## src/rv_core_defines.svh

```systemverilog
`ifndef RV_CORE_DEFINES_SVH
`define RV_CORE_DEFINES_SVH

// Datapath and instruction widths
`define XLEN 64
`define ILEN 32

// Integer register file
`define NUM_REGS   32
`define REG_ADDR_W 5

// Byte step between sequential instructions
`define PC_STEP 4

// ADDI x0, x0, 0
`define NOP_INSTR 32'h0000_0013

`endif

```

## src/rv_isa_pkg.sv

```systemverilog
package rv_isa_pkg;

  // Major opcodes in instr[6:0]; anything else decodes as a NOP
  typedef enum logic [6:0] {
    OP_IMM = 7'b0010011, // ADDI ANDI ORI XORI SLLI SRLI
    OP     = 7'b0110011, // ADD SUB AND OR XOR
    LUI    = 7'b0110111,
    JAL    = 7'b1101111,
    BRANCH = 7'b1100011  // Only BEQ is kept
  } opcode_e;

  // funct3 values shared by OP and OP_IMM
  typedef enum logic [2:0] {
    F3_ADD = 3'b000, // Also SUB and BEQ
    F3_SLL = 3'b001,
    F3_XOR = 3'b100,
    F3_SRL = 3'b101,
    F3_OR  = 3'b110,
    F3_AND = 3'b111
  } funct3_e;

  // Operations the execute ALU knows
  typedef enum logic [3:0] {
    ALU_ADD    = 4'd0,
    ALU_SUB    = 4'd1,
    ALU_AND    = 4'd2,
    ALU_OR     = 4'd3,
    ALU_XOR    = 4'd4,
    ALU_SLL    = 4'd5,
    ALU_SRL    = 4'd6,
    ALU_PASS_B = 4'd7, // LUI result is the immediate itself
    ALU_LINK   = 4'd8  // JAL return address
  } alu_op_e;

  // funct7 for SUB on OP
  typedef enum logic [6:0] {
    F7_BASE = 7'b0000000,
    F7_ALT  = 7'b0100000
  } funct7_e;

endpackage

```

## src/rv_pipe_pkg.sv

```systemverilog
`include "rv_core_defines.svh"

package rv_pipe_pkg;

  // Decoded item waiting for or sitting in execute
  typedef struct packed {
    logic [`XLEN-1:0]       pc;
    logic [`XLEN-1:0]       op_a;    // rs1 value
    logic [`XLEN-1:0]       op_b;    // rs2 value
    logic [`XLEN-1:0]       imm;     // Sign extended, format picked by decode
    rv_isa_pkg::alu_op_e    alu_op;
    logic [`REG_ADDR_W-1:0] rd;
    logic                   rd_we;   // Never set for x0 or unsupported encodings
    logic                   is_jal;
    logic                   is_beq;
    logic                   use_imm; // Immediate replaces op_b at the ALU
  } exec_req_t;

  // Write-back register, also the register file write port
  typedef struct packed {
    logic                   valid;
    logic [`REG_ADDR_W-1:0] rd;
    logic [`XLEN-1:0]       data;
  } wb_t;

endpackage

```

## src/fetch_decode_if.sv

```systemverilog
`timescale 1ns/10ps
`include "rv_core_defines.svh"

// One fetched instruction handed from fetch to decode
interface fetch_decode_if;
  logic             valid; // Slot holds an instruction
  logic             ready; // Decode takes it on this edge
  logic [`ILEN-1:0] instr;
  logic [`XLEN-1:0] pc;    // Address the instruction came from

  modport fetch (
    output valid,
    output instr,
    output pc,
    input  ready
  );

  modport decode (
    input  valid,
    input  instr,
    input  pc,
    output ready
  );
endinterface

```

## src/instr_decode.sv

```systemverilog
`timescale 1ns/10ps
`include "rv_core_defines.svh"

module instr_decode (
  input  logic                    clk,
  input  logic                    reset,
  fetch_decode_if.decode          fd,
  output logic [`REG_ADDR_W-1:0]  rs1_addr,
  output logic [`REG_ADDR_W-1:0]  rs2_addr,
  input  logic [`XLEN-1:0]        rs1_data,
  input  logic [`XLEN-1:0]        rs2_data,
  output logic                    exec_valid,
  input  logic                    exec_ready,
  output rv_pipe_pkg::exec_req_t  exec_req,
  input  logic [`REG_ADDR_W-1:0]  ex_rd,
  input  logic                    ex_rd_we,
  input  rv_pipe_pkg::wb_t        wb,
  input  logic                    redirect_valid
);

  rv_isa_pkg::opcode_e    opcode;
  rv_isa_pkg::funct3_e    funct3;
  rv_isa_pkg::funct7_e    funct7;
  logic [`REG_ADDR_W-1:0] rd;
  logic [`XLEN-1:0]       imm_i, imm_u, imm_j, imm_b;
  logic                   supported;
  logic                   writes_rd;
  logic                   rs1_used, rs2_used;
  logic                   rs1_hazard, rs2_hazard;
  logic                   stall;
  logic                   take;
  rv_pipe_pkg::exec_req_t req_next;

  assign opcode   = rv_isa_pkg::opcode_e'(fd.instr[6:0]);
  assign funct3   = rv_isa_pkg::funct3_e'(fd.instr[14:12]);
  assign funct7   = rv_isa_pkg::funct7_e'(fd.instr[31:25]);
  assign rd       = fd.instr[11:7];
  assign rs1_addr = fd.instr[19:15];
  assign rs2_addr = fd.instr[24:20];

  // Immediate formats, all sign extended from instr[31]
  assign imm_i = {{(`XLEN-12){fd.instr[31]}}, fd.instr[31:20]};
  assign imm_u = {{(`XLEN-32){fd.instr[31]}}, fd.instr[31:12], 12'b0};
  assign imm_j = {{(`XLEN-21){fd.instr[31]}}, fd.instr[31], fd.instr[19:12],
                  fd.instr[20], fd.instr[30:21], 1'b0};
  assign imm_b = {{(`XLEN-13){fd.instr[31]}}, fd.instr[31], fd.instr[7],
                  fd.instr[30:25], fd.instr[11:8], 1'b0};

  assign rs1_used = opcode inside {rv_isa_pkg::OP_IMM, rv_isa_pkg::OP, rv_isa_pkg::BRANCH};
  assign rs2_used = opcode inside {rv_isa_pkg::OP, rv_isa_pkg::BRANCH};

  // rs has a write pending from one in-flight source
  function automatic logic pending_write(input logic [`REG_ADDR_W-1:0] rs,
                                         input logic                   we,
                                         input logic [`REG_ADDR_W-1:0] dest);
    pending_write = we && (dest == rs) && (rs != '0);
  endfunction

  // Sources are our own slot, execute and write-back
  assign rs1_hazard = pending_write(rs1_addr, exec_valid && exec_req.rd_we, exec_req.rd) ||
                      pending_write(rs1_addr, ex_rd_we, ex_rd) ||
                      pending_write(rs1_addr, wb.valid, wb.rd);
  assign rs2_hazard = pending_write(rs2_addr, exec_valid && exec_req.rd_we, exec_req.rd) ||
                      pending_write(rs2_addr, ex_rd_we, ex_rd) ||
                      pending_write(rs2_addr, wb.valid, wb.rd);

  assign stall    = (rs1_used && rs1_hazard) || (rs2_used && rs2_hazard);
  assign fd.ready = (!exec_valid || exec_ready) && !stall;
  assign take     = fd.valid && fd.ready && !redirect_valid;

  always_comb begin
    req_next        = '0;
    req_next.pc     = fd.pc;
    req_next.op_a   = rs1_data;
    req_next.op_b   = rs2_data;
    req_next.rd     = rd;
    req_next.alu_op = rv_isa_pkg::ALU_ADD;
    supported       = 1'b0;
    writes_rd       = 1'b0;
    case (opcode)
      rv_isa_pkg::OP_IMM: begin
        req_next.imm     = imm_i;
        req_next.use_imm = 1'b1;
        writes_rd        = 1'b1;
        supported        = 1'b1;
        case (funct3)
          rv_isa_pkg::F3_ADD: req_next.alu_op = rv_isa_pkg::ALU_ADD;
          rv_isa_pkg::F3_AND: req_next.alu_op = rv_isa_pkg::ALU_AND;
          rv_isa_pkg::F3_OR:  req_next.alu_op = rv_isa_pkg::ALU_OR;
          rv_isa_pkg::F3_XOR: req_next.alu_op = rv_isa_pkg::ALU_XOR;
          rv_isa_pkg::F3_SLL: begin
            req_next.alu_op = rv_isa_pkg::ALU_SLL;
            supported       = (fd.instr[31:26] == '0); // 6-bit shamt on RV64
          end
          rv_isa_pkg::F3_SRL: begin
            req_next.alu_op = rv_isa_pkg::ALU_SRL;
            supported       = (fd.instr[31:26] == '0); // SRAI not kept
          end
          default: supported = 1'b0; // SLTI, SLTIU
        endcase
      end
      rv_isa_pkg::OP: begin
        writes_rd = 1'b1;
        supported = (funct7 == rv_isa_pkg::F7_BASE);
        case (funct3)
          rv_isa_pkg::F3_ADD: begin
            if (funct7 == rv_isa_pkg::F7_ALT) begin
              req_next.alu_op = rv_isa_pkg::ALU_SUB;
              supported       = 1'b1;
            end else begin
              req_next.alu_op = rv_isa_pkg::ALU_ADD;
            end
          end
          rv_isa_pkg::F3_AND: req_next.alu_op = rv_isa_pkg::ALU_AND;
          rv_isa_pkg::F3_OR:  req_next.alu_op = rv_isa_pkg::ALU_OR;
          rv_isa_pkg::F3_XOR: req_next.alu_op = rv_isa_pkg::ALU_XOR;
          default: supported = 1'b0; // Register shifts and compares dropped
        endcase
      end
      rv_isa_pkg::LUI: begin
        req_next.imm     = imm_u;
        req_next.use_imm = 1'b1;
        req_next.alu_op  = rv_isa_pkg::ALU_PASS_B;
        writes_rd        = 1'b1;
        supported        = 1'b1;
      end
      rv_isa_pkg::JAL: begin
        req_next.imm    = imm_j;
        req_next.alu_op = rv_isa_pkg::ALU_LINK;
        req_next.is_jal = 1'b1;
        writes_rd       = 1'b1;
        supported       = 1'b1;
      end
      rv_isa_pkg::BRANCH: begin
        req_next.imm    = imm_b;
        supported       = (fd.instr[14:12] == 3'b000); // BEQ only
        req_next.is_beq = supported;
      end
      default: supported = 1'b0;
    endcase
    req_next.rd_we = supported && writes_rd && (rd != '0);
  end

  always_ff @(posedge clk) begin
    if (reset) begin
      exec_valid <= 1'b0;
    end else if (redirect_valid) begin
      exec_valid <= 1'b0; // Younger than the taken branch
    end else if (take) begin
      exec_valid <= 1'b1;
    end else if (exec_ready) begin
      exec_valid <= 1'b0;
    end
  end

  always_ff @(posedge clk) begin
    if (take) begin
      exec_req <= req_next;
    end
  end

endmodule

```

## src/flat_wrapper.sv

```systemverilog
// flat-port wrapper written by rule: the top's interface ports become plain ports
module instr_decode_flat 
  (clk, reset, rs1_addr, rs2_addr, rs1_data, rs2_data, exec_valid, exec_ready, exec_req, ex_rd, ex_rd_we, wb, redirect_valid, fd_valid, fd_instr, fd_pc, fd_ready);
  fetch_decode_if fd_i ();
  input  logic clk;
  input  logic reset;
  output logic [`REG_ADDR_W-1:0] rs1_addr;
  output logic [`REG_ADDR_W-1:0] rs2_addr;
  input  logic [`XLEN-1:0] rs1_data;
  input  logic [`XLEN-1:0] rs2_data;
  output logic exec_valid;
  input  logic exec_ready;
  output rv_pipe_pkg::exec_req_t exec_req;
  input  logic [`REG_ADDR_W-1:0] ex_rd;
  input  logic ex_rd_we;
  input  rv_pipe_pkg::wb_t wb;
  input  logic redirect_valid;
  input wire logic [$bits(fd_i.valid)-1:0] fd_valid;
  input wire logic [$bits(fd_i.instr)-1:0] fd_instr;
  input wire logic [$bits(fd_i.pc)-1:0] fd_pc;
  output wire logic [$bits(fd_i.ready)-1:0] fd_ready;
  assign fd_i.valid = fd_valid;
  assign fd_i.instr = fd_instr;
  assign fd_i.pc = fd_pc;
  assign fd_ready = fd_i.ready;
  instr_decode u_core (.clk(clk), .reset(reset), .fd(fd_i), .rs1_addr(rs1_addr), .rs2_addr(rs2_addr), .rs1_data(rs1_data), .rs2_data(rs2_data), .exec_valid(exec_valid), .exec_ready(exec_ready), .exec_req(exec_req), .ex_rd(ex_rd), .ex_rd_we(ex_rd_we), .wb(wb), .redirect_valid(redirect_valid));
endmodule
```

## config.mk

```make
export PLATFORM = sky130hd
export DESIGN_NAME = instr_decode_flat
export DESIGN_NICKNAME = d
export VERILOG_FILES = /design/src/rv_isa_pkg.sv /design/src/rv_pipe_pkg.sv /design/src/fetch_decode_if.sv /design/src/instr_decode.sv /design/src/flat_wrapper.sv
export VERILOG_INCLUDE_DIRS = /design/src
export SDC_FILE = /design/constraint.sdc
export NUM_CORES = 1
export LEC_CHECK = 0
export BUFFER_PORTS_ARGS = -buffer_cell sky130_fd_sc_hd__buf_2
export CORE_AREA = 2 2 229 231
export CTS_BUF_LIST = sky130_fd_sc_hd__clkbuf_2
export CTS_CLUSTER_SIZE = 25
export DETAILED_ROUTE_END_ITERATION = 7
export DIE_AREA = 0 0 231 233
export PLACE_DENSITY = 0.36
export SLEW_MARGIN = 20
export SYNTH_ARGS = -nofsm -noshare
export SYNTH_HDL_FRONTEND = slang
export SYNTH_SLANG_ARGS = --single-unit
```

## constraint.sdc

```tcl
create_clock -name clk -period 20.4 [get_ports clk]
set_input_delay 2.04 -clock clk [delete_from_list [all_inputs] [get_ports clk]]
set_output_delay 2.04 -clock clk [all_outputs]
set_load 0.02 [all_outputs]
```

==> Implementation_results.wiki, run 1 <==
{| class="wikitable"
! Metric !! Value
|-
| Result of the run || finished, final reports clean
|-
| Number of global-route vias before repair || 5940
|-
| Placer's final routability congestion estimate || approximately 0.74
|-
| CTS root buf || sky130_fd_sc_hd__clkbuf_2
|-
| Final HPWL DP || 21100 µm
|-
| Skew final || approximately 0.093 ns
|-
| Primary flip-flop cell chosen by synthesis mapping || sky130_fd_sc_hd__edfxtp_1
|-
| Port Buffer Count || roughly 520
|-
| Total wirelength of the detailed-routed design || 28200 µm
|-
| Area of the die || 0.0538 mm²
|-
| Count of final hold-check violations || 0
|-
| Multiplexer area fraction after synthesis || 0%
|-
| Endpoint kind of the worst setup timing path || output port
|-
| Final global-route overflow total || 0
|-
| Share of Yosys cell area claimed by the top area cell type || 83.8%
|-
| Effective utilization at floorplan || 16.6%
|-
| Data arrival, critical path || 3.45 ns
|-
| Via count of the routed design || 5997
|-
| Warnings from Yosys || 0
|-
| Synthesized cell area || 0.00846 mm²
|-
| Overall power consumption || between 1000 and 1500 µW
|-
| Worst path required time || 18.36 ns
|-
| Post-route ant nets || 0
|-
| Area Overhead vs Synth || 44.5%
|-
| Worst min-delay path category || flop to flop
|-
| Max Clock Freq || 182 MHz
|-
| Number of buffers inserted by hold repair at cts || 0
|-
| Number of nets at the end of the flow || 1278
|-
| Number of DRC violations after detailed routing || 0
|-
| Basic-gate share of the synthesized area counting and, or, nand and nor cells || 4.11%
|-
| Unrepaired setup endpoints after global routing || no
|-
| Biggest area contributors in the synthesized netlist || sky130_fd_sc_hd__edfxtp_1 84%, sky130_fd_sc_hd__buf_4 3.9%, sky130_fd_sc_hd__xor2_1 2.5%, sky130_fd_sc_hd__a21o_1 1.7%, sky130_fd_sc_hd__xnor2_1 0.62%
|-
| Total number of H-tree levels || 3
|-
| Share of synthesized cell area in full adder, half adder and majority cells || 0%
|-
| CTS-repair resized insts || 0
|-
| Cell Rows || between 80 and 90
|-
| Part of the Yosys area used for sequential elements || between 80 and 90%
|-
| Final setup fails || 0
|-
| Placeable Area || 0.0511 mm²
|-
| Vias per Instance || 3.51
|-
| First drt pass iteration count || 4
|-
| Hold_ws || approximately 0.73 ns
|-
| Tightest Pin Transition || 1.15 ns
|-
| Share of async-settable or async-resettable flops after synthesis || 0%
|-
| Nature of the critical path startpoint || input pin
|-
| Headroom to the max-slew limit || a little under a quarter
|-
| PD cells || 85.1 mW/mm²
|-
| Fraction of synthesized cell area in xor and xnor cells || approximately 3.1%
|-
| Cell-internal power || 759 µW
|-
| Dominant combinational cell family by area after synthesis || buffers and inverters
|-
| Worst setup slack before clock tree synthesis || 14.82 ns
|-
| Peak supply drop || 0.0285 mV
|-
| Clock transition at path regs || 0.08 ns
|-
| Max-Cap Viols || 0
|-
| Inserted Clock Buffers || 70
|-
| Gate power share || 10.2%
|-
| Avg Inst Size Synth || 19.6 µm²
|-
| Die height || between 200 and 250 µm
|-
| Final worst path period share || 26.9%
|-
| Compound-gate portion of the synthesized area || 4.04%
|-
| Portion of total power attributed to sequential cells || 54.4%
|-
| Routed wire length per instance || 16.5 µm
|-
| Net count after synthesis || 737
|-
| Setup_tns || 0 ns
|-
| Layout cell share with drive strength beyond 1 || 62.4%
|-
| TritonCTS clock tree || yes
|-
| Ports || 586
|-
| Fraction of power spent switching nets || 27.1%
|-
| Number of clock sinks || 237
|-
| Post-synthesis instance total || around 430
|-
| Antenna violations before repair || 6
|-
| Setup slack of the critical path after layout || 14.91 ns
|-
| Final critical delay including setup and external delays || between 5 and 6 ns
|-
| Leakage power total || 0.00527 µW
|-
| Wire length of the first global-routing pass || 38300 µm
|-
| CP Class || input pin to output port
|-
| Pin count of the biggest net entering global routing || 174
|-
| Switching power total || 282 µW
|-
| Synthesized flop and latch total || 237
|-
| Largest area contributor in the synthesized netlist || sky130_fd_sc_hd__edfxtp_1
|-
| CP max FO || 7
|-
| Share of power burned in the clock network || between 30% and 40%
|-
| Number of DRC violations after detailed-routing iteration 0 || 244
|-
| Distinct cells, synth || just over 40
|-
| Longest Clk Path Bufs || 3
|-
| Post-synth EDFFs || 236
|-
| Max-slew violations || 0
|-
| Source-to-sink clock delay at the later pin of the worst-skew pair || 0.94 ns
|-
| Number of post-CTS setup repair buffers || 0
|-
| Overall Global Routing Usage || 9.95%
|-
| Utilization after layout || 23.9%
|-
| DIE WIDTH || roughly 230 µm
|}
==> per-stage QoR <==
step	area, µm²	cells
after floorplan	8460	432
after global placement	11600	1581
after detailed placement	11600	1581
after CTS	12200	1704
after global routing	12200	1706
final	12200	1707
==> critical path, stage by stage <==
cell and delay [ns]:
sky130_fd_sc_hd__buf_2 0.18, sky130_fd_sc_hd__xor2_1 0.18, sky130_fd_sc_hd__nor4_1 0.36, sky130_fd_sc_hd__nand4_1 0.15, sky130_fd_sc_hd__nand3_1 0.09, sky130_fd_sc_hd__a32o_2 0.20, sky130_fd_sc_hd__nor2_1 0.06, sky130_fd_sc_hd__buf_2 0.16
==> worst paths after layout <==
path	slack (ns)	startpoint	to	depth (start not counted)
setup / recovery	14.91	fd_instr[24]	fd_ready	8
hold / removal	0.73	u_core.exec_valid	u_core.exec_valid	2
setup reg to reg	16.68	u_core.exec_req[6]	u_core.exec_req[120]	8
hold reg to reg	0.73	u_core.exec_valid	u_core.exec_valid	2
==> cells in the final DEF, fill, tap and decap left out, types with 4 or more instances in the layout <==
cell type | Yosys | routed
sky130_fd_sc_hd__nand2_1 | 8 | 8
sky130_fd_sc_hd__a21oi_1 | 5 | 5
sky130_fd_sc_hd__clkinv_1 | 0 | 12
sky130_fd_sc_hd__edfxtp_1 | 236 | 236
sky130_fd_sc_hd__and2_1 | 7 | 7
sky130_fd_sc_hd__nor2b_1 | 4 | 4
sky130_fd_sc_hd__clkbuf_2 | 0 | 105
sky130_fd_sc_hd__nand3_1 | 8 | 8
sky130_fd_sc_hd__nor2_1 | 13 | 13
sky130_fd_sc_hd__buf_2 | 7 | 521
sky130_fd_sc_hd__a21o_1 | 19 | 19
sky130_fd_sc_hd__xnor2_1 | 6 | 6
sky130_fd_sc_hd__nand4_1 | 4 | 4
sky130_fd_sc_hd__a22o_1 | 4 | 4
sky130_fd_sc_hd__xor2_1 | 24 | 24
sky130_fd_sc_hd__nor4_1 | 6 | 6
==> per-layer routing <==
metal / up-vias / track usage, % / routed length (µm)
li1: 2753 / - / -
met1: 2852 / 10.2 / 10200
met2: 333 / 16.8 / 14200
met3: 55 / 4.82 / 3050
met4: 4 / 5.32 / 799
met5: - / 0 / 26
==> synth_stat cells, types with 2 or more instances <==
| cell | count |
|---|---|
| sky130_fd_sc_hd__nor3_1 | 2 |
| sky130_fd_sc_hd__nor2_1 | 13 |
| sky130_fd_sc_hd__buf_4 | 44 |
| sky130_fd_sc_hd__o2bb2ai_1 | 2 |
| sky130_fd_sc_hd__and3_1 | 2 |
| sky130_fd_sc_hd__or2_1 | 2 |
| sky130_fd_sc_hd__buf_2 | 7 |
| sky130_fd_sc_hd__a21oi_1 | 5 |
| sky130_fd_sc_hd__o21ai_0 | 2 |
| sky130_fd_sc_hd__a2111oi_0 | 2 |
| sky130_fd_sc_hd__a22o_1 | 4 |
| sky130_fd_sc_hd__xnor2_1 | 6 |
| sky130_fd_sc_hd__and2_1 | 7 |
| sky130_fd_sc_hd__or4_1 | 2 |
| sky130_fd_sc_hd__nand3_1 | 8 |
| sky130_fd_sc_hd__inv_1 | 3 |
| sky130_fd_sc_hd__nand2_1 | 8 |
| sky130_fd_sc_hd__nor2b_1 | 4 |
| sky130_fd_sc_hd__nor4_1 | 6 |
| sky130_fd_sc_hd__o32ai_1 | 2 |
| sky130_fd_sc_hd__a21o_1 | 19 |
| sky130_fd_sc_hd__nand4_1 | 4 |
| sky130_fd_sc_hd__xor2_1 | 24 |
| sky130_fd_sc_hd__edfxtp_1 | 236 |
| sky130_fd_sc_hd__clkbuf_1 | 2 |
==> flip-flops by register name (all words and copies together), names as in the netlist <==
signal and flops:
u_core.exec_valid 1, u_core.exec_req 236
==> layout make-up <==
class	instances	area (µm²)
repair buffers	523	2640
diodes	3	7.51
inverters	3	11.3
clock inverters	18	124
clock buffers	105	526
multi-input cells	138	961
fillers	5531	38900
flip-flops and latches	237	7110
well taps	680	851
==> power by group through the flow <==
stage / clock (µW) / combinational (µW) / sequential, µW
after floorplan: 0 / 28.1 / 613
after global placement: 0 / 109 / 577
after detailed placement: 0 / 109 / 578
after CTS: 394 / 109 / 567
after global routing: 419 / 114 / 568
final: 368 / 106 / 566
==> logic make-up (layout without fill, tap and decap cells) <==
| group | Yosys count | in the layout |
|---|---|---|
| AND/OR/NAND/NOR | 63 | 63 |
| flip-flops | 237 | 237 |
| XOR/XNOR | 30 | 30 |
| buffers and inverters | 57 | 649 |
| other | 0 | 3 |
| AO/OA/AOI/OAI | 45 | 45 |
(Power assumes the default switching activity.)
==> run 2, diff against run 1 <==
==> constraint.sdc (replaced) <==
create_clock -name clk -period 5.6 [get_ports clk]
set_input_delay 0.56 -clock clk [delete_from_list [all_inputs] [get_ports clk]]
set_output_delay 0.56 -clock clk [all_outputs]
set_load 0.02 [all_outputs]
==> run 2 against run 1 <==
Sequential power grew to 3.6 times the previous value; utilization increased by 4.4 points; combinational power rose to 5.0 times the previous value; power grew to 3.7 times the previous value; clock-buffer cell count fell by 7; critical path depth shrank 1; cell area up 19%; setup slack worse by 12 ns; hold slack got worse by 0.46 ns; clock skew shrank 0.027 ns; cell count is 13% higher; largest cell class unchanged; highest routed layer is now met4.
==> Implementation_results.wiki, run 2 (synthesis results as in run 1) <==
{| class="wikitable"
! Metric !! Value
|-
| Via count of the routed design || 6782 (+13%)
|-
| Post-route ant nets || 0 (unchanged)
|-
| CTS-repair resized insts || 0 (unchanged)
|-
| Longest Clk Path Bufs || 3 (unchanged)
|-
| Overall Global Routing Usage || 11.0% (+1.1 points)
|-
| Number of placed cells counting well taps || 1585 (+0.25%)
|-
| Ports || 586 (unchanged)
|-
| Clock transition at path regs || 0.11 ns (+0.03 ns)
|-
| Max-Cap Viols || 0 (unchanged)
|-
| Endpoint kind of the worst setup timing path || output port
|-
| Final HPWL DP || 22500 µm (+6.7%)
|-
| Worst path required time || 5.04 ns (-13.32 ns)
|-
| Total number of H-tree levels || 3 (unchanged)
|-
| Worst min-delay path category || input pin to flop
|-
| Count of final hold-check violations || 0 (unchanged)
|-
| Total wirelength of the detailed-routed design || 31200 µm (+11%)
|-
| Max-slew violations || 0 (unchanged)
|-
| Path depth of the worst reg2reg path || 7 (-1)
|-
| TritonCTS clock tree || yes
|-
| Area of the multi-input gates || 961 µm² (unchanged)
|-
| Number of DRC violations after detailed-routing iteration 0 || 255 (+4.5%)
|-
| Reg with most FFs || u_core.exec_req
|-
| Leakage power total || 0.00621 µW (+18%)
|-
| Most common cell after layout, fill and taps aside || sky130_fd_sc_hd__buf_2
|-
| Utilization after layout || 28.4% (+4.4 points)
|-
| Number of global-route vias before repair || 7023 (+18%)
|-
| Number of post-CTS setup repair buffers || 0 (unchanged)
|-
| Number of DRC violations after detailed routing || 0 (unchanged)
|-
| Number of buffers inserted by hold repair at cts || 224 (+224)
|-
| Number of nets at the end of the flow || 1506 (+18%)
|-
| Largest registers || u_core.exec_req (236), u_core.exec_valid (1)
|-
| Skew final || 0.0656 ns (-0.0271 ns)
|-
| Placeable Area || 0.0511 mm² (unchanged)
|-
| Final worst path period share || 55.8%
|-
| DIE WIDTH || 231 µm (unchanged)
|-
| Max Clock Freq || between 300 and 400 MHz
|-
| Hold_sp || fd_instr[6]
|-
| Area of the die || 0.0538 mm² (unchanged)
|-
| Peak supply drop || 0.0743 mV (+160%)
|-
| CP Class || flop to output port
|-
| Port Buffer Count || 521 (unchanged)
|-
| Pin count of the biggest net entering global routing || 98 (-44%)
|-
| Wire length of the first global-routing pass || 43200 µm (+13%)
|-
| Number of flip-flops under the largest register name || 236 (unchanged)
|-
| Placer's final routability congestion estimate || 0.754 (+2.2%)
|-
| Unrepaired setup endpoints after global routing || no
|-
| Tightest Pin Transition || 0.816 ns (-0.333 ns)
|-
| Register Area || 0.00711 mm² (unchanged)
|-
| Number of clock sinks || 237 (unchanged)
|-
| Nature of the critical path startpoint || flop
|-
| Inserted Clock Buffers || 70 (unchanged)
|-
| Top library cells by usage in the layout, fill and taps aside || 521 x sky130_fd_sc_hd__buf_2, 236 x sky130_fd_sc_hd__edfxtp_1, 224 x sky130_fd_sc_hd__dlygate4sd3_1
|-
| Antenna violations before repair || 1 (-5)
|-
| Cell Rows || 83 (unchanged)
|-
| Worst Hold Depth || 4 (+2)
|-
| Source-to-sink clock delay at the later pin of the worst-skew pair || 0.91 ns (-0.03 ns)
|-
| Final setup fails || 0 (unchanged)
|-
| PD cells || 268 mW/mm² (+220%)
|-
| Effective utilization at floorplan || 16.6% (unchanged)
|-
| FILL cells || 5357 (-3.1%)
|-
| Layout cell share with drive strength beyond 1 || 51.3% (-11 points)
|-
| CTS root buf || sky130_fd_sc_hd__clkbuf_2
|-
| Reg-to-Reg Start || u_core.exec_req[4]
|-
| End of the worst hold path || u_core.exec_req[10]
|-
| Post-layout instance count excluding filler cells || 1932 (+13%)
|-
| Result of the run || finished, final reports clean
|-
| Reg2reg end || u_core.exec_req[124]
|-
| Worst reg-to-reg setup slack || 2.65 ns (-14.03 ns)
|-
| Routed wire length per instance || 16.1 µm (-2.3%)
|-
| Final critical delay including setup and external delays || 3.12 ns
|-
| Area Overhead vs Synth || 71.3%
|-
| Overall power consumption || 3890 µW (+270%)
|-
| CP max FO || 3 (-4)
|-
| Headroom to the max-slew limit || 45.3% (+22 points)
|-
| Final global-route overflow total || 0 (unchanged)
|-
| Data arrival, critical path || 2.56 ns (-0.89 ns)
|-
| Die height || 233 µm (unchanged)
|-
| First drt pass iteration count || 4 (unchanged)
|-
| Vias per Instance || 3.51 (about the same)
|}
## run 2: cell types whose count changed in the layout (fill, tap and decap cells not counted), sizes merged
| cell | before | now |
|---|---|---|
| dlygate4sd3 | 0 | 224 |
| clkbuf | 105 | 98 |
| buf | 523 | 527 |
| clkinv | 15 | 19 |
| clkinvlp | 0 | 3 |
| diode | 3 | 1 |
| bufinv | 2 | 1 |
## run 2: area by class of cell
class	count	area share (%)
flip-flops and latches	237	49.0
repair buffers	751	34.0
multi-input cells	138	6.63
well taps	680	5.87
clock buffers	98	3.38
clock inverters	24	0.941
inverters	3	0.0777
diodes	1	0.0173
## run 2: worst max-delay path, cell delays in order (launching register included)
cell and delay, ns:
sky130_fd_sc_hd__edfxtp_1 0.47, sky130_fd_sc_hd__xor2_1 0.17, sky130_fd_sc_hd__nor4_1 0.31, sky130_fd_sc_hd__nand4_1 0.13
sky130_fd_sc_hd__nand3_1 0.10, sky130_fd_sc_hd__a32o_2 0.24, sky130_fd_sc_hd__nor2_1 0.06, sky130_fd_sc_hd__buf_2 0.17
## run 2: worst max-delay path by stage
stage,startpoint,depth (start not counted),end
global route,u_core.exec_req[8],7,fd_ready
global placement,fd_instr[17],7,u_core.exec_req[136]
floorplan,fd_instr[17],5,u_core.exec_req[0]
CTS,u_core.exec_req[8],7,fd_ready
finish,u_core.exec_req[8],7,fd_ready
detailed placement,fd_instr[17],7,u_core.exec_req[137]
## run 2: stage by stage
stage               setup TNS [ns]  worst slack [ns]  cell area [µm²]  hold slack [ns]
floorplan                  -906.47             -3.84             8470            0.659
detailed placement               0              2.15            11600            0.719
CTS                              0              2.25            14500           0.0357
global route                     0              2.18            14500            0.143
finish                           0              2.48            14500            0.263
global placement                 0              2.14            11600            0.730
## run 2: metal layers
layer	track usage, %	wire length [µm]
met1	12.1	12200
met2	19.0	15800
met3	3.88	2530
met4	5.20	665
met5	0	0
## run 2: where the power goes
| group | internal, µW | switching, µW | total [µW] |
|---|---|---|---|
| clock | 522 | 780 | 1300 |
| combinational | 240 | 284 | 525 |
| sequential | 2040 | 21.3 | 2060 |
==> run 3, diff against run 2 <==
==> constraint.sdc (replaced) <==
create_clock -name clk -period 3.3 [get_ports clk]
set_input_delay 0.33 -clock clk [delete_from_list [all_inputs] [get_ports clk]]
set_output_delay 0.33 -clock clk [all_outputs]
set_load 0.02 [all_outputs]
==> run 3 against run 2 <==
The run now fails in clock tree synthesis (4_1_cts); area after synthesis is the same; synthesized cell count is the same.
==> Implementation_results.wiki, run 3 <==
{| class="wikitable"
! Metric !! Value
|-
| Exit stage || clock tree synthesis (4_1_cts)
|-
| Inserted Clock Buffers || 68 (-2.9%)
|-
| Effective utilization at floorplan || 16.6% (unchanged)
|-
| Number of clock sinks || 237 (unchanged)
|-
| Post-synthesis instance total || 432 (unchanged)
|-
| Warnings from Yosys || 0 (unchanged)
|-
| Avg Inst Size Synth || 19.6 µm² (unchanged)
|-
| Cell Rows || 83 (unchanged)
|-
| Most instantiated cells after synthesis || 236 x sky130_fd_sc_hd__edfxtp_1, 44 x sky130_fd_sc_hd__buf_4, 24 x sky130_fd_sc_hd__xor2_1
|-
| Primary flip-flop cell chosen by synthesis mapping || sky130_fd_sc_hd__edfxtp_1
|-
| Placer's final routability congestion estimate || 0.767 (+1.6%)
|-
| Final HPWL DP || 23200 µm (+3.1%)
|-
| Biggest area contributors in the synthesized netlist || sky130_fd_sc_hd__edfxtp_1 84%, sky130_fd_sc_hd__buf_4 3.9%, sky130_fd_sc_hd__xor2_1 2.5%, sky130_fd_sc_hd__a21o_1 1.7%, sky130_fd_sc_hd__xnor2_1 0.62%
|-
| Share of Yosys cell area claimed by the top area cell type || 83.8% (unchanged)
|-
| Part of the Yosys area used for sequential elements || 84.0% (unchanged)
|-
| Most frequent cell after synthesis || sky130_fd_sc_hd__edfxtp_1
|-
| Synthesized cell area || 0.00846 mm² (unchanged)
|-
| Post-synth EDFFs || 236 (unchanged)
|-
| Ports || 586 (unchanged)
|-
| Error that ended the run || [ERROR RSZ-0060] Max buffer count reached.
|-
| Die height || 233 µm (unchanged)
|-
| Net count after synthesis || 737 (unchanged)
|-
| Number of post-CTS setup repair buffers || 0 (unchanged)
|-
| Largest area contributor in the synthesized netlist || sky130_fd_sc_hd__edfxtp_1
|-
| Number of buffers inserted by hold repair at cts || 344 (+54%)
|-
| CTS root buf || sky130_fd_sc_hd__clkbuf_2
|-
| Longest Clk Path Bufs || 3 (unchanged)
|-
| DIE WIDTH || 231 µm (unchanged)
|-
| Result of the run || did not finish
|-
| Total number of H-tree levels || 3 (unchanged)
|-
| CTS-repair resized insts || 0 (unchanged)
|-
| Port Buffer Count || 521 (unchanged)
|-
| Synthesized flop and latch total || 237 (unchanged)
|-
| Distinct cells, synth || 41 (unchanged)
|-
| Share of async-settable or async-resettable flops after synthesis || 0% (unchanged)
|}
-- run 3: cell families after synthesis --
| kind of cell | Yosys count | share of synthesized area, % |
|---|---|---|
| flip-flops | 237 | 84.0 |
| AND/OR/NAND/NOR | 63 | 4.11 |
| buffers and inverters | 57 | 4.72 |
| AO/OA/AOI/OAI | 45 | 4.04 |
| XOR/XNOR | 30 | 3.11 |
-- run 3: per-stage QoR --
| step | area (µm²) | instances | hold WS (ns) | setup WS [ns] | utilization [%] |
|---|---|---|---|---|---|
| 2_1_floorplan | 8470 | 432 | 0.429 | -5.91 | - |
| 3_3_place_gp | 11800 | 1596 | 0.508 | 0.463 | 23.0 |
| 3_5_place_dp | 11800 | 1596 | 0.508 | 0.439 | 23.0 |
==> run 4, diff against run 3 <==
--- a/config.mk
+++ b/config.mk
@@ -7,12 +7,10 @@
 export NUM_CORES = 1
 export LEC_CHECK = 0
 export BUFFER_PORTS_ARGS = -buffer_cell sky130_fd_sc_hd__buf_2
-export CORE_AREA = 2 2 229 231
-export CTS_BUF_LIST = sky130_fd_sc_hd__clkbuf_2
-export CTS_CLUSTER_SIZE = 25
+export CORE_AREA = 2 2 230 232
 export DETAILED_ROUTE_END_ITERATION = 7
-export DIE_AREA = 0 0 231 233
-export PLACE_DENSITY = 0.36
+export DIE_AREA = 0 0 232 234
+export PLACE_DENSITY_LB_ADDON = 0.15
 export SLEW_MARGIN = 20
 export SYNTH_ARGS = -nofsm -noshare
 export SYNTH_HDL_FRONTEND = slang
==> run 4 against run 3 <==
The flow now finishes without violations.
==> Implementation_results.wiki, run 4 (synthesis results as in run 1) <==
{| class="wikitable"
! Metric !! Value
|-
| Result of the run || finished, final reports clean
|-
| Fraction of power spent switching nets || between 20% and 30%
|-
| Inserted Clock Buffers || 30 (-56%)
|-
| Hold_sp || fd_instr[27]
|-
| Utilization after layout || around 28%
|-
| First drt pass iteration count || 4
|-
| Endpoint kind of the worst setup timing path || output port
|-
| Antenna violations before repair || 3
|-
| Switching power total || 1810 µW
|-
| Data arrival, critical path || 2.25 ns
|-
| Longest Clk Path Bufs || 3 (unchanged)
|-
| Area Overhead vs Synth || 72.8%
|-
| Pin count of the biggest net entering global routing || 43
|-
| Unrepaired setup endpoints after global routing || no
|-
| Routing usage on met3 || 3.44%
|-
| Number of flip-flops under the largest register name || roughly 240
|-
| Routed wire length per instance || ~16 µm
|-
| Met1 demand-to-capacity share in global routing || 11.7%
|-
| Area of the die || approximately 0.054 mm²
|-
| Headroom to the max-slew limit || a little over two fifths
|-
| Slowest cell delay on critical path || 0.47 ns
|-
| Gate power share || 11.9%
|-
| Overall Global Routing Usage || about 10%
|-
| Final setup fails || 0
|-
| CP Class || flop to output port
|-
| Worst reg-to-reg setup slack || approximately 0.81 ns
|-
| Critical-path cell with the highest stage delay || sky130_fd_sc_hd__edfxtp_1
|-
| Vias per Instance || about 3.5
|-
| DIE WIDTH || 232 µm (+0.43%)
|-
| Count of final hold-check violations || 0
|-
| Ports || 586 (unchanged)
|-
| Cell Rows || 84 (+1.2%)
|-
| Final global-route overflow total || 0
|-
| Skew final || 0.0154 ns
|-
| Cell-internal power || 5540 µW
|-
| Number of post-CTS setup repair buffers || 0 (unchanged)
|-
| Worst Hold Depth || 2
|-
| Path depth of the worst reg2reg path || 8
|-
| Number of clock sinks || 237 (unchanged)
|-
| Port Buffer Count || 521 (unchanged)
|-
| Setup_tns || 0 ns
|-
| Portion of total power attributed to sequential cells || 47.7%
|-
| Number of global-route vias before repair || 6616
|-
| End of the worst hold path || u_core.exec_req[20]
|-
| Layout cell share with drive strength beyond 1 || 49.4%
|-
| Reg-to-Reg Start || u_core.exec_req[8]
|-
| Ordered list of cells on the worst path || xor2_1 > nor4_1 > nand4_1 > nand3_1 > a32o_2 > nor2_1 > buf_2
|-
| Largest registers || u_core.exec_req (236), u_core.exec_valid (1)
|-
| Total wirelength of the detailed-routed design || ~30000 µm
|-
| Number of DRC violations after detailed-routing iteration 0 || 133
|-
| Via count of the routed design || 6410
|-
| Setup slack of the critical path after layout || 0.716 ns
|-
| Final critical delay including setup and external delays || 2.58 ns
|-
| Worst path required time || 2.97 ns
|-
| Top library cells by usage in the layout, fill and taps aside || 521 x sky130_fd_sc_hd__buf_2, 236 x sky130_fd_sc_hd__edfxtp_1, 200 x sky130_fd_sc_hd__dlygate4sd3_1
|-
| Max Clock Freq || 387 MHz
|-
| Placer's final routability congestion estimate || 0.733 (-4.4%)
|-
| Worst min-delay path category || input pin to flop
|-
| Tightest Pin Transition || ~0.86 ns
|-
| Total number of H-tree levels || 1 (-2)
|-
| Die height || 234 µm (+0.43%)
|-
| CP max FO || 3
|-
| Reg2reg end || u_core.exec_req[230]
|-
| Placeable Area || 0.0520 mm²
|-
| Number of DRC violations after detailed routing || 0
|-
| Leakage power total || around 0.006 µW
|-
| Peak supply drop || 0.361 mV
|-
| Share of power burned in the clock network || 40.4%
|-
| TritonCTS clock tree || yes
|-
| Max-slew violations || 0
|-
| Worst setup slack before clock tree synthesis || 0.494 ns (+0.0546 ns)
|-
| Source-to-sink clock delay at the later pin of the worst-skew pair || ~0.58 ns
|-
| FILL cells || 5445
|-
| Final worst path period share || 78.3%
|-
| Number of nets at the end of the flow || 1448
|-
| Clock transition at path regs || 0.05 ns
|-
| Wire length of the first global-routing pass || 40900 µm
|-
| Met2 routing resource usage after global routing || 17.4%
|-
| Reg with most FFs || u_core.exec_req
|-
| PD cells || just over 500 mW/mm²
|-
| Most used routing layer || met2
|-
| Effective utilization at floorplan || 16.3% (-0.30 points)
|-
| Post-route ant nets || 0
|-
| Final HPWL DP || 22400 µm (-3.7%)
|-
| CTS root buf || sky130_fd_sc_hd__clkbuf_16
|-
| Nature of the critical path startpoint || flop
|-
| Max-Cap Viols || 0
|-
| Most common cell after layout, fill and taps aside || sky130_fd_sc_hd__buf_2
|}
run 4: repair_timing:
item | 4_1_cts | 5_1_grt
hold buffers | 200 | 0
gates resized for setup | 0 | 0
endpoints found under the hold margin | 198 | 0
run 4: critical path, delay by kind of cell, from the launching register on:
| kind | cells | cell delay [ns] |
|---|---|---|
| buffers and inverters | 1 | 0.17 |
| AND/OR/NAND/NOR | 4 | 0.59 |
| AO/OA/AOI/OAI | 1 | 0.26 |
| flip-flops | 1 | 0.47 |
| XOR/XNOR | 1 | 0.19 |
run 4: per-stage QoR:
stage	power [µW]	area [µm²]	hold slack, ns	cells
global route	7680	14600	0.0417	1854
detailed placement	4260	11700	0.508	1599
global placement	4260	11700	0.508	1599
floorplan	3940	8470	0.429	432
CTS	7530	14600	0.0102	1854
finish	7350	14600	0.0634	1855
run 4: power by group through the flow:
stage | combinational (µW) | sequential [µW] | clock, µW
6_report | 871 | 3510 | 2970
5_1_grt | 937 | 3520 | 3230
4_1_cts | 886 | 3510 | 3140
3_5_place_dp | 691 | 3570 | 0
3_3_place_gp | 690 | 3570 | 0
2_1_floorplan | 174 | 3770 | 0
run 4: layout make-up:
class | count | area [µm²] | share of cell area, %
repair buffers | 733 | 4770 | 32.7
clock buffers | 38 | 781 | 5.34
diodes | 1 | 2.50 | 0.0171
flip-flops and latches | 237 | 7110 | 48.6
well taps | 688 | 861 | 5.89
inverters | 3 | 11.3 | 0.0771
clock inverters | 17 | 114 | 0.779
multi-input cells | 138 | 961 | 6.58
run 4: worst max path at each step:
stage,cells after the start,end,from
final,7,fd_ready,u_core.exec_req[8]
after global placement,8,u_core.exec_req[110],fd_instr[17]
after floorplan,5,u_core.exec_req[0],fd_instr[17]
after detailed placement,8,u_core.exec_req[232],fd_instr[17]
after global routing,7,fd_ready,u_core.exec_req[8]
after CTS,7,fd_ready,u_core.exec_req[8]
run 4: metal layers:
metal / routed length [µm] / share of wire, %
met3: 2480 / 8.3
met1: 11900 / 40
met2: 15000 / 50
met4: 617 / 2.1
met5: 12 / 0.040
